$ cat src/verilog/l1_cache_pkg.sv
// ~~~~~~~~~~~~~~~~~~~~~~~~~~~~~~~~~~~~~~~~
// shared types for the direct-mapped L1 cache
// geometry is fixed here, since the address union needs
// fixed field widths; block size must be a power of two
// ~~~~~~~~~~~~~~~~~~~~~~~~~~~~~~~~~~~~~~~~
`default_nettype none

package l1_cache_pkg;

    localparam int WORD_W      = 32;
    localparam int CACHE_BYTES = 256;
    localparam int BLOCK_WORDS = 2;
    localparam int N_SETS      = CACHE_BYTES / (BLOCK_WORDS * 4);
    localparam int SET_W       = $clog2(N_SETS);
    localparam int OFFS_W      = $clog2(BLOCK_WORDS);
    localparam int TAG_W       = WORD_W - SET_W - OFFS_W - 2;

    typedef logic [WORD_W-1:0] word_t;
    typedef logic [3:0]        byte_en_t;

    // one bus address, seen raw or split into cache fields
    typedef union packed {
        word_t raw;
        struct packed {
            logic [TAG_W-1:0]  tag;
            logic [SET_W-1:0]  index;
            logic [OFFS_W-1:0] offset;
            logic [1:0]        byte_sel;
        } f;
    } cache_addr_u;

    typedef enum logic [2:0] {
        SWEEP,
        READY,
        WRITE_BACK,
        REFILL,
        FLUSH
    } ctrl_state_e;

    // everything at or above this goes straight to memory
    localparam word_t DEFAULT_NONCACHE_START = 32'hF000_0000;

endpackage

`default_nettype wire
$ cat src/verilog/l1_cache.sv
// ~~~~~~~~~~~~~~~~~~~~~~~~~~~~~~~~~~~~~~~~
// direct-mapped write-back L1 data cache
// processor holds ren/wen and operands until busy is low
// busy is high for N_SETS cycles after reset
// memory side serves one word at a time, no handshake
// ~~~~~~~~~~~~~~~~~~~~~~~~~~~~~~~~~~~~~~~~
`timescale 1ns/1ps
`default_nettype none

module l1_cache #(
    parameter l1_cache_pkg::word_t NONCACHE_START = l1_cache_pkg::DEFAULT_NONCACHE_START
) (
    input  wire logic                   CLK,
    input  wire logic                   nRST,
    input  wire logic                   ren,
    input  wire logic                   wen,
    input  wire l1_cache_pkg::word_t    addr,
    input  wire l1_cache_pkg::word_t    wdata,
    input  wire l1_cache_pkg::byte_en_t byte_en,
    input  wire logic                   flush,
    input  wire logic                   mem_busy,
    input  wire l1_cache_pkg::word_t    mem_rdata,
    output l1_cache_pkg::word_t         rdata,
    output logic                        busy,
    output logic                        mem_ren,
    output logic                        mem_wen,
    output l1_cache_pkg::word_t         mem_addr,
    output l1_cache_pkg::word_t         mem_wdata,
    output l1_cache_pkg::byte_en_t      mem_byte_en,
    output logic                        flush_done,
    output logic [31:0]                 misses
);
    import l1_cache_pkg::*;

    logic [SET_W-1:0]  req_index;
    logic [OFFS_W-1:0] req_offset;
    logic [TAG_W-1:0]  req_tag;
    logic              hit;
    logic              pass_through;
    logic              victim_dirty;

    logic              rd_valid;
    logic              rd_dirty;
    logic [TAG_W-1:0]  rd_tag;
    word_t             rd_word;

    ctrl_state_e       state;
    logic [SET_W-1:0]  store_index;
    logic [OFFS_W-1:0] store_offset;
    logic              store_we;
    byte_en_t          store_byte_mask;
    logic              store_sel_mem;
    logic              store_set_valid;
    logic              store_set_dirty;
    logic              store_clear;

    cache_addr_decode #(
        .NONCACHE_START(NONCACHE_START)
    ) u_decode (
        .addr        (addr),
        .rd_valid    (rd_valid),
        .rd_dirty    (rd_dirty),
        .rd_tag      (rd_tag),
        .req_index   (req_index),
        .req_offset  (req_offset),
        .req_tag     (req_tag),
        .hit         (hit),
        .pass_through(pass_through),
        .victim_dirty(victim_dirty)
    );

    cache_controller u_ctrl (
        .CLK            (CLK),
        .nRST           (nRST),
        .ren            (ren),
        .wen            (wen),
        .byte_en        (byte_en),
        .flush          (flush),
        .hit            (hit),
        .pass_through   (pass_through),
        .victim_dirty   (victim_dirty),
        .req_index      (req_index),
        .req_offset     (req_offset),
        .req_tag        (req_tag),
        .rd_tag         (rd_tag),
        .mem_busy       (mem_busy),
        .busy           (busy),
        .state          (state),
        .store_index    (store_index),
        .store_offset   (store_offset),
        .store_we       (store_we),
        .store_byte_mask(store_byte_mask),
        .store_sel_mem  (store_sel_mem),
        .store_set_valid(store_set_valid),
        .store_set_dirty(store_set_dirty),
        .store_clear    (store_clear),
        .mem_ren        (mem_ren),
        .mem_wen        (mem_wen),
        .mem_addr       (mem_addr),
        .mem_byte_en    (mem_byte_en),
        .flush_done     (flush_done),
        .misses         (misses)
    );

    cache_frame_store u_store (
        .CLK      (CLK),
        .nRST     (nRST),
        .index    (store_index),
        .offset   (store_offset),
        .we       (store_we),
        .byte_mask(store_byte_mask),
        .wdata    (wdata),
        .sel_mem  (store_sel_mem),
        .mem_rdata(mem_rdata),
        .set_valid(store_set_valid),
        .set_dirty(store_set_dirty),
        .clear    (store_clear),
        .new_tag  (req_tag),
        .rd_valid (rd_valid),
        .rd_dirty (rd_dirty),
        .rd_tag   (rd_tag),
        .rd_word  (rd_word)
    );

    cache_response u_resp (
        .state       (state),
        .pass_through(pass_through),
        .byte_en     (byte_en),
        .wdata       (wdata),
        .rd_word     (rd_word),
        .mem_rdata   (mem_rdata),
        .rdata       (rdata),
        .mem_wdata   (mem_wdata)
    );

endmodule

`default_nettype wire

$ cat src/verilog/cache_response.sv
// ~~~~~~~~~~~~~~~~~~~~~~~~~~~~~~~~~~~~~~~~
// read data and memory write data paths
// pass-through writes carry only the enabled lanes
// ~~~~~~~~~~~~~~~~~~~~~~~~~~~~~~~~~~~~~~~~
`timescale 1ns/1ps
`default_nettype none

module cache_response (
    input  wire l1_cache_pkg::ctrl_state_e state,
    input  wire logic                      pass_through,
    input  wire l1_cache_pkg::byte_en_t    byte_en,
    input  wire l1_cache_pkg::word_t       wdata,
    input  wire l1_cache_pkg::word_t       rd_word,
    input  wire l1_cache_pkg::word_t       mem_rdata,
    output l1_cache_pkg::word_t            rdata,
    output l1_cache_pkg::word_t            mem_wdata
);
    import l1_cache_pkg::*;

    word_t lane_wdata;

    // zero every lane that byte_en leaves off
    always_comb begin
        for (int i = 0; i < 4; i++) begin
            lane_wdata[8*i +: 8] = byte_en[i] ? wdata[8*i +: 8] : 8'h00;
        end
    end

    assign rdata = pass_through ? mem_rdata : rd_word;

    // write-back and flush send the stored word
    assign mem_wdata = (state == READY && pass_through) ? lane_wdata : rd_word;

endmodule

`default_nettype wire

$ cat src/verilog/cache_frame_store.sv
// ~~~~~~~~~~~~~~~~~~~~~~~~~~~~~~~~~~~~~~~~
// frame storage: tag, valid, dirty and block data
// reads are combinational at index/offset
// writes land at the clock edge after we or clear
// ~~~~~~~~~~~~~~~~~~~~~~~~~~~~~~~~~~~~~~~~
`timescale 1ns/1ps
`default_nettype none

module cache_frame_store (
    input  wire logic                             CLK,
    input  wire logic                             nRST,
    input  wire logic [l1_cache_pkg::SET_W-1:0]   index,
    input  wire logic [l1_cache_pkg::OFFS_W-1:0]  offset,
    input  wire logic                             we,
    input  wire l1_cache_pkg::byte_en_t           byte_mask,
    input  wire l1_cache_pkg::word_t              wdata,
    input  wire logic                             sel_mem,
    input  wire l1_cache_pkg::word_t              mem_rdata,
    input  wire logic                             set_valid,
    input  wire logic                             set_dirty,
    input  wire logic                             clear,
    input  wire logic [l1_cache_pkg::TAG_W-1:0]   new_tag,
    output logic                                  rd_valid,
    output logic                                  rd_dirty,
    output logic [l1_cache_pkg::TAG_W-1:0]        rd_tag,
    output l1_cache_pkg::word_t                   rd_word
);
    import l1_cache_pkg::*;

    logic [N_SETS-1:0] valid_q;
    logic [N_SETS-1:0] dirty_q;
    logic [TAG_W-1:0]  tag_mem  [N_SETS];
    word_t             data_mem [N_SETS][BLOCK_WORDS];
    word_t             wr_word;

    // refill data from memory, hit data from the processor
    assign wr_word = sel_mem ? mem_rdata : wdata;

    always_ff @(posedge CLK or negedge nRST) begin
        if (!nRST) begin
            valid_q <= '0;
            dirty_q <= '0;
        end else if (clear) begin
            valid_q[index] <= 1'b0;
            dirty_q[index] <= 1'b0;
        end else if (we) begin
            valid_q[index] <= set_valid;
            dirty_q[index] <= set_dirty;
        end
    end

    always_ff @(posedge CLK) begin
        if (we) begin
            tag_mem[index] <= new_tag;
            for (int i = 0; i < 4; i++) begin
                if (byte_mask[i]) begin
                    data_mem[index][offset][8*i +: 8] <= wr_word[8*i +: 8];
                end
            end
        end
    end

    assign rd_valid = valid_q[index];
    assign rd_dirty = dirty_q[index];
    assign rd_tag   = tag_mem[index];
    assign rd_word  = data_mem[index][offset];

endmodule

`default_nettype wire

$ cat src/verilog/cache_controller.sv
// ~~~~~~~~~~~~~~~~~~~~~~~~~~~~~~~~~~~~~~~~
// cache FSM: sweep, hits, write-back, refill, flush
// a pending flush wins over any new request in READY
// mem_busy stalls hold the current word and address
// ~~~~~~~~~~~~~~~~~~~~~~~~~~~~~~~~~~~~~~~~
`timescale 1ns/1ps
`default_nettype none

module cache_controller (
    input  wire logic                             CLK,
    input  wire logic                             nRST,
    input  wire logic                             ren,
    input  wire logic                             wen,
    input  wire l1_cache_pkg::byte_en_t           byte_en,
    input  wire logic                             flush,
    input  wire logic                             hit,
    input  wire logic                             pass_through,
    input  wire logic                             victim_dirty,
    input  wire logic [l1_cache_pkg::SET_W-1:0]   req_index,
    input  wire logic [l1_cache_pkg::OFFS_W-1:0]  req_offset,
    input  wire logic [l1_cache_pkg::TAG_W-1:0]   req_tag,
    input  wire logic [l1_cache_pkg::TAG_W-1:0]   rd_tag,
    input  wire logic                             mem_busy,
    output logic                                  busy,
    output l1_cache_pkg::ctrl_state_e             state,
    output logic [l1_cache_pkg::SET_W-1:0]        store_index,
    output logic [l1_cache_pkg::OFFS_W-1:0]       store_offset,
    output logic                                  store_we,
    output l1_cache_pkg::byte_en_t                store_byte_mask,
    output logic                                  store_sel_mem,
    output logic                                  store_set_valid,
    output logic                                  store_set_dirty,
    output logic                                  store_clear,
    output logic                                  mem_ren,
    output logic                                  mem_wen,
    output l1_cache_pkg::word_t                   mem_addr,
    output l1_cache_pkg::byte_en_t                mem_byte_en,
    output logic                                  flush_done,
    output logic [31:0]                           misses
);
    import l1_cache_pkg::*;

    localparam logic [SET_W-1:0]  LAST_SET  = SET_W'(N_SETS - 1);
    localparam logic [OFFS_W-1:0] LAST_WORD = OFFS_W'(BLOCK_WORDS - 1);

    ctrl_state_e       next_state;
    logic [SET_W-1:0]  set_cnt;
    logic [OFFS_W-1:0] word_cnt;
    logic              flush_req;
    logic              set_step;
    logic              word_step;
    logic              count_miss;
    cache_addr_u       blk_addr;

    always_ff @(posedge CLK or negedge nRST) begin
        if (!nRST) begin
            state     <= SWEEP;
            set_cnt   <= '0;
            word_cnt  <= '0;
            flush_req <= 1'b0;
            misses    <= '0;
        end else begin
            state <= next_state;
            if (set_step) begin
                set_cnt <= set_cnt + 1'b1;
            end
            // wraps back to word 0 after the last word of a block
            if (word_step) begin
                word_cnt <= word_cnt + 1'b1;
            end
            flush_req <= (state == FLUSH) ? 1'b0 : (flush_req || flush);
            if (count_miss) begin
                misses <= misses + 1'b1;
            end
        end
    end

    // sweep and flush walk the sets, everything else uses the request
    assign store_index  = (state == SWEEP || state == FLUSH) ? set_cnt : req_index;
    assign store_offset = (state == READY) ? req_offset : word_cnt;

    // victim tag while writing back, request tag otherwise
    always_comb begin
        blk_addr.f.tag      = (state == WRITE_BACK || state == FLUSH) ? rd_tag : req_tag;
        blk_addr.f.index    = store_index;
        blk_addr.f.offset   = store_offset;
        blk_addr.f.byte_sel = 2'b00;
    end

    assign mem_addr = blk_addr.raw;

    always_comb begin
        next_state      = state;
        busy            = 1'b1;
        store_we        = 1'b0;
        store_byte_mask = '1;
        store_sel_mem   = 1'b0;
        store_set_valid = 1'b0;
        store_set_dirty = 1'b0;
        store_clear     = 1'b0;
        mem_ren         = 1'b0;
        mem_wen         = 1'b0;
        mem_byte_en     = '1;
        flush_done      = 1'b0;
        set_step        = 1'b0;
        word_step       = 1'b0;
        count_miss      = 1'b0;

        case (state)
            SWEEP: begin
                store_clear = 1'b1;
                set_step    = 1'b1;
                if (set_cnt == LAST_SET) begin
                    next_state = READY;
                end
            end
            READY: begin
                if (flush || flush_req) begin
                    next_state = FLUSH;
                end else if (ren || wen) begin
                    if (pass_through) begin
                        mem_ren     = ren;
                        mem_wen     = wen;
                        mem_byte_en = byte_en;
                        busy        = mem_busy;
                    end else if (hit) begin
                        busy            = 1'b0;
                        store_we        = wen;
                        store_byte_mask = byte_en;
                        store_set_valid = 1'b1;
                        store_set_dirty = 1'b1;
                    end else begin
                        count_miss = 1'b1;
                        next_state = victim_dirty ? WRITE_BACK : REFILL;
                    end
                end
            end
            WRITE_BACK: begin
                mem_wen = 1'b1;
                if (!mem_busy) begin
                    word_step = 1'b1;
                    if (word_cnt == LAST_WORD) begin
                        next_state = REFILL;
                    end
                end
            end
            REFILL: begin
                mem_ren = 1'b1;
                if (!mem_busy) begin
                    word_step     = 1'b1;
                    store_we      = 1'b1;
                    store_sel_mem = 1'b1;
                    // frame turns valid with the last word only
                    store_set_valid = (word_cnt == LAST_WORD);
                    if (word_cnt == LAST_WORD) begin
                        next_state = READY;
                    end
                end
            end
            FLUSH: begin
                if (victim_dirty) begin
                    mem_wen = 1'b1;
                    if (!mem_busy) begin
                        word_step = 1'b1;
                        if (word_cnt == LAST_WORD) begin
                            store_clear = 1'b1;
                            set_step    = 1'b1;
                        end
                    end
                end else begin
                    store_clear = 1'b1;
                    set_step    = 1'b1;
                end
                if (set_step && set_cnt == LAST_SET) begin
                    flush_done = 1'b1;
                    next_state = READY;
                end
            end
            default: begin
                next_state = SWEEP;
            end
        endcase
    end

endmodule

`default_nettype wire

$ cat src/verilog/cache_addr_decode.sv
// ~~~~~~~~~~~~~~~~~~~~~~~~~~~~~~~~~~~~~~~~
// request address decode and tag compare
// purely combinational; hit is never set on pass-through
// ~~~~~~~~~~~~~~~~~~~~~~~~~~~~~~~~~~~~~~~~
`timescale 1ns/1ps
`default_nettype none

module cache_addr_decode #(
    parameter l1_cache_pkg::word_t NONCACHE_START = l1_cache_pkg::DEFAULT_NONCACHE_START
) (
    input  wire l1_cache_pkg::word_t              addr,
    input  wire logic                             rd_valid,
    input  wire logic                             rd_dirty,
    input  wire logic [l1_cache_pkg::TAG_W-1:0]   rd_tag,
    output logic [l1_cache_pkg::SET_W-1:0]        req_index,
    output logic [l1_cache_pkg::OFFS_W-1:0]       req_offset,
    output logic [l1_cache_pkg::TAG_W-1:0]        req_tag,
    output logic                                  hit,
    output logic                                  pass_through,
    output logic                                  victim_dirty
);
    import l1_cache_pkg::*;

    cache_addr_u req_addr;

    assign req_addr.raw = addr;

    assign req_index  = req_addr.f.index;
    assign req_offset = req_addr.f.offset;
    assign req_tag    = req_addr.f.tag;

    // uncached window at the top of the map
    assign pass_through = (addr >= NONCACHE_START);

    assign hit = !pass_through && rd_valid && (rd_tag == req_addr.f.tag);

    // resident frame has to go back to memory before reuse
    assign victim_dirty = rd_valid && rd_dirty;

endmodule

`default_nettype wire

$ cat config.mk
export PLATFORM = sky130hd
export DESIGN_NAME = l1_cache
export DESIGN_NICKNAME = d
export VERILOG_FILES = /design/src/verilog/l1_cache_pkg.sv /design/src/verilog/l1_cache.sv /design/src/verilog/cache_response.sv /design/src/verilog/cache_frame_store.sv /design/src/verilog/cache_controller.sv /design/src/verilog/cache_addr_decode.sv
export SDC_FILE = /design/constraint.sdc
export NUM_CORES = 2
export LEC_CHECK = 0
export BUFFER_PORTS_ARGS = -buffer_cell sky130_fd_sc_hd__buf_2
export CAP_MARGIN = 20
export CORE_MARGIN = 4
export CORE_UTILIZATION = 30
export DETAILED_ROUTE_END_ITERATION = 8
export GPL_TIMING_DRIVEN = 0
export PLACE_DENSITY_LB_ADDON = 0.25
export RECOVER_POWER = 25
export REMOVE_ABC_BUFFERS = 1
export SLEW_MARGIN = 10
export SYNTH_ARGS = -nofsm -noshare
export SYNTH_HDL_FRONTEND = slang
export SYNTH_SLANG_ARGS = --single-unit
$ cat constraint.sdc
create_clock -name CLK -period 6.12 [get_ports CLK]
set_input_delay 0.612 -clock CLK [delete_from_list [all_inputs] [get_ports CLK]]
set_output_delay 0.612 -clock CLK [all_outputs]
set_load 0.01 [all_outputs]
==> flow_summary_export.csv <==
group,metric,value,unit
final_layout,design.final.nets,7752,
placed_design,placement.io_buffers,237,
power_and_ir_drop,p_comb_frac,0.451,
placed_design,preCtsSetupSlack,-4.16,ns
job,max_cap_violations,2,
global_routing,number_of_antenna_violations_at_the_first_check_in_global_routing,24,
die,start_util,0.302,
setup_path,crit_required,5.51,ns
die,chipWidth,632,microns
die,die_height,632,microns
hold_path,hp-class,"in2reg",
yosys,synthCells,7024,
outcome,failed_checks,"capacitance limit, slew limit, setup timing",
setup_path,crit_path_max_fanout,17,
drt,dr_total_vias,70700,
yosys,synthMostInstantiatedCell,"sky130_fd_sc_hd__edfxtp_1",
setup_path,crit_path_end_kind,"output port",
clocking,clock_sink_count,2922,
timing,maxClockFrequency,161,MHz
die,num_io_pins,242,
yosys,synth_top_area_cell,"sky130_fd_sc_hd__edfxtp_1",
timing,report.final.hold_viol_count,0,
placed_design,placed_cell_area,0.130,sq mm
timing,tightest_slew,1.54,ns
yosys,edff_count_synth,2816,
clocking,clk_root_buffer_cell,"sky130_fd_sc_hd__clkbuf_16",
global_routing,grt_overflow,0,
clocking,tritoncts,"built",
yosys,yosys-top-cells-area,"sky130_fd_sc_hd__edfxtp_1, sky130_fd_sc_hd__mux4_2, sky130_fd_sc_hd__nand2_1",
timing,final_period_minus_worst_setup_slack,6.22,ns
final_layout,area_growth_syn_to_layout,23.7,%
yosys,portion_of_the_post_synthesis_area_used_by_sequential_elements,0.747,
yosys,synth.cells.most_frequent,"sky130_fd_sc_hd__edfxtp_1, sky130_fd_sc_hd__nand2_1, sky130_fd_sc_hd__nor2_1",
global_routing,vias_in_the_first_global_route,68500,
timing,layout_setup_ws,-0.100,ns
placed_design,routability_congestion,0.767,
setup_path,crit_arrival,5.61,ns
clocking,cts.path.max_buffers,4,
drt,routed_wire_length_per_instance,30.6,microns
power_and_ir_drop,worst_ir_drop_vdd,0.000477,V
clocking,htreeDepth,5,
timing,fin_crit_sh,1.02,
yosys,synthDistinctLibCells,78,
power_and_ir_drop,power_frac_seq,0.303,
power_and_ir_drop,cellInternalPower,44.6,mW
timing,timing.final.setup_violations,2,
power_and_ir_drop,clockPowerShare,0.246,
power_and_ir_drop,powerDensity,504,mW/mm^2
drt,drtPass1Iterations,6,
final_layout,nFillCells,35500,
yosys,synth.yosys.warnings,0,
yosys,post_synth.cell_area_avg,16.6,sq um
timing,relative_slew_margins,-0.0275,
die,rows,228,
timing,fin_skew,0.0686,ns
die,floorplan.die_area,0.399,sq mm
power_and_ir_drop,p_leak,46.7,nW
power_and_ir_drop,p_sw,28.3,mW
final_layout,share_of_post_route_cells_with_drive_strength_above_1,0.270,
drt,routed_wirelength,400000,microns
timing,grt_setup_unrepaired,"yes",
clocking,worst_setup_hold_path_clk_slew,0.06,ns
final_layout,finish.instance_area,0.144,sq mm
timing,timing.final.max_slew_violations,70,
clocking,clock_insertion_delay_worst_skew,0.92,ns
yosys,ys_seq_elements,2922,
drt,antenna_violating_nets_post_route,0,
setup_path,worst_setup_path_start_kind,"register",
placed_design,post-dp-hpwl,249000,microns
drt,route.detailed.drc,0,
power_and_ir_drop,switching_share,0.388,
yosys,yosys_most_used_dff,"sky130_fd_sc_hd__edfxtp_1",
clocking,numCtsBuffers,311,
global_routing,largest_net_degree_at_the_start_of_global_routing,106,
outcome,run_status,"complete, but fails checks",
yosys,async_reset_ff_frac,0.0363,
drt,dr.first_iter.drc_count,8525,
die,core_area,0.387,sq mm
drt,vias_per_cell,5.41,
setup_path,worstSetupPathType,"reg2out",
yosys,top_cell_type_s_share_of_synthesized_area,0.724,
global_routing,combined_global_route_utilization_of_all_metal_layers,0.192,
yosys,mappedNetlistArea,0.117,sq mm
final_layout,multiInputGateArea,0.0305,sq mm
final_layout,sequential_cell_area,0.0872,sq mm
global_routing,grt_pass1_wl,548000,microns
[metrics by stage]
stage / power, mW / util / TNS (ns) / hold slack, ns / instances
final: 72.8 / 0.374 / -0.119 / 0.101 / 13100
after global routing: 75.4 / 0.373 / -0.561 / 0.0960 / 13100
after CTS: 72.5 / 0.370 / -0.841 / 0.0268 / 13000
after detailed placement: 52.4 / 0.335 / - / 0.463 / 12300
after global placement: 38.2 / 0.317 / - / 0.454 / 12000
after floorplan: 34.5 / - / - / 0.316 / 6564
[power groups by stage]
stage	registers, mW	clock network, mW	logic [mW]
5_1_grt	22.1	19.1	34.2
3_5_place_dp	22.5	0	29.9
3_3_place_gp	22.5	0	15.7
2_1_floorplan	22.5	0	12.1
4_1_cts	22.1	18.2	32.2
6_report	22.1	17.9	32.9
[repair_timing]
item                                    in CTS  in global routing
pin swaps                                  118                 45
resized for setup                          482                 76
endpoints found under the hold margin       37                  0
setup buffers                              161                 63
gates cloned                                21                  8
hold buffers                                 1                  0
endpoints found under the setup margin    3013               2195
[cells by family (layout without fill, tap and decap cells)]
group | count (synthesis) | after routing | synth area share
AO/OA/AOI/OAI | 943 | 947 | 0.0573
XOR/XNOR | 51 | 51 | 0.00383
adder cells (fa/ha/maj) | 3 | 3 | 0.000322
buffers and inverters | 476 | 1317 | 0.0171
flip-flops | 2922 | 2922 | 0.747
multiplexers | 685 | 685 | 0.103
other | 1 | 11 | 0.0000321
AND/OR/NAND/NOR | 1943 | 1946 | 0.0715
[critical path, cell delays in order, from the launching register on]
cell,delay (ns)
sky130_fd_sc_hd__dfrtp_4,0.53
sky130_fd_sc_hd__buf_4,0.16
sky130_fd_sc_hd__or2_4,0.39
sky130_fd_sc_hd__a21oi_2,0.58
sky130_fd_sc_hd__nor2_1,0.38
sky130_fd_sc_hd__a32oi_1,0.27
sky130_fd_sc_hd__o21ai_0,0.11
sky130_fd_sc_hd__or4_4,0.61
sky130_fd_sc_hd__buf_4,0.18
sky130_fd_sc_hd__nor4_2,0.55
sky130_fd_sc_hd__and2_1,0.30
sky130_fd_sc_hd__a21oi_1,0.09
sky130_fd_sc_hd__o22ai_1,0.35
sky130_fd_sc_hd__buf_2,0.21
[registers in the layout, indices dropped and copies added (netlist names)]
signal / cells
u_store.tag_mem: 768
u_ctrl.set_cnt: 5
u_ctrl.word_cnt: 1
u_ctrl.misses: 32
u_ctrl.flush_req: 1
u_store.data_mem: 2048
u_store.valid_q: 32
u_ctrl.state: 3
u_store.dirty_q: 32
[final timing paths]
| check | startpoint | end | slack (ns) | depth (start not counted) |
|---|---|---|---|---|
| min in group asynchronous | nRST | u_ctrl.state[0] | 0.24 | 2 |
| worst max register to register | u_ctrl.state[1] | u_store.data_mem[30][36] | 0.03 | 23 |
| max in group asynchronous | nRST | u_store.valid_q[12] | 5.20 | 3 |
| worst min-delay path | flush | u_ctrl.flush_req | 0.10 | 3 |
| worst min register to register | u_ctrl.misses[31] | u_ctrl.misses[31] | 0.47 | 1 |
| worst max-delay path | u_ctrl.state[0] | mem_wen | -0.10 | 13 |
[layout by cell type, fill, tap and decap left out, drive strengths merged, types with 102 or more instances in the layout]
cell type  netlist  layout
dfrtp          106     106
a22oi          226     226
clkinv           1     132
buf            167     728
nand2          974     974
nand3          263     263
edfxtp        2816    2816
o21ai          144     144
and3           115     115
mux4           405     405
nor2           449     450
mux2i          208     208
a31oi          102     102
clkbuf         294     403
[metal layers]
layer	track usage	part of all wire	vias up
li1	-	-	29100
met1	0.267	0.41	37500
met2	0.304	0.47	3410
met3	0.0376	0.084	639
met4	0.0612	0.033	2
met5	0	0.000033	-
[cell type report]
| cell class | count | share of cell area |
|---|---|---|
| Multi-Input combinational cell | 3634 | 0.211 |
| Tap cell | 5175 | 0.0448 |
| Clock buffer | 383 | 0.0570 |
| Timing Repair Buffer | 756 | 0.0732 |
| Timing Repair inverter | 3 | 0.000182 |
| Antenna cell | 9 | 0.000156 |
| Inverter | 15 | 0.000659 |
| Clock inverter | 160 | 0.00852 |
| Sequential cell | 2922 | 0.604 |
(Power assumes the default switching activity.)
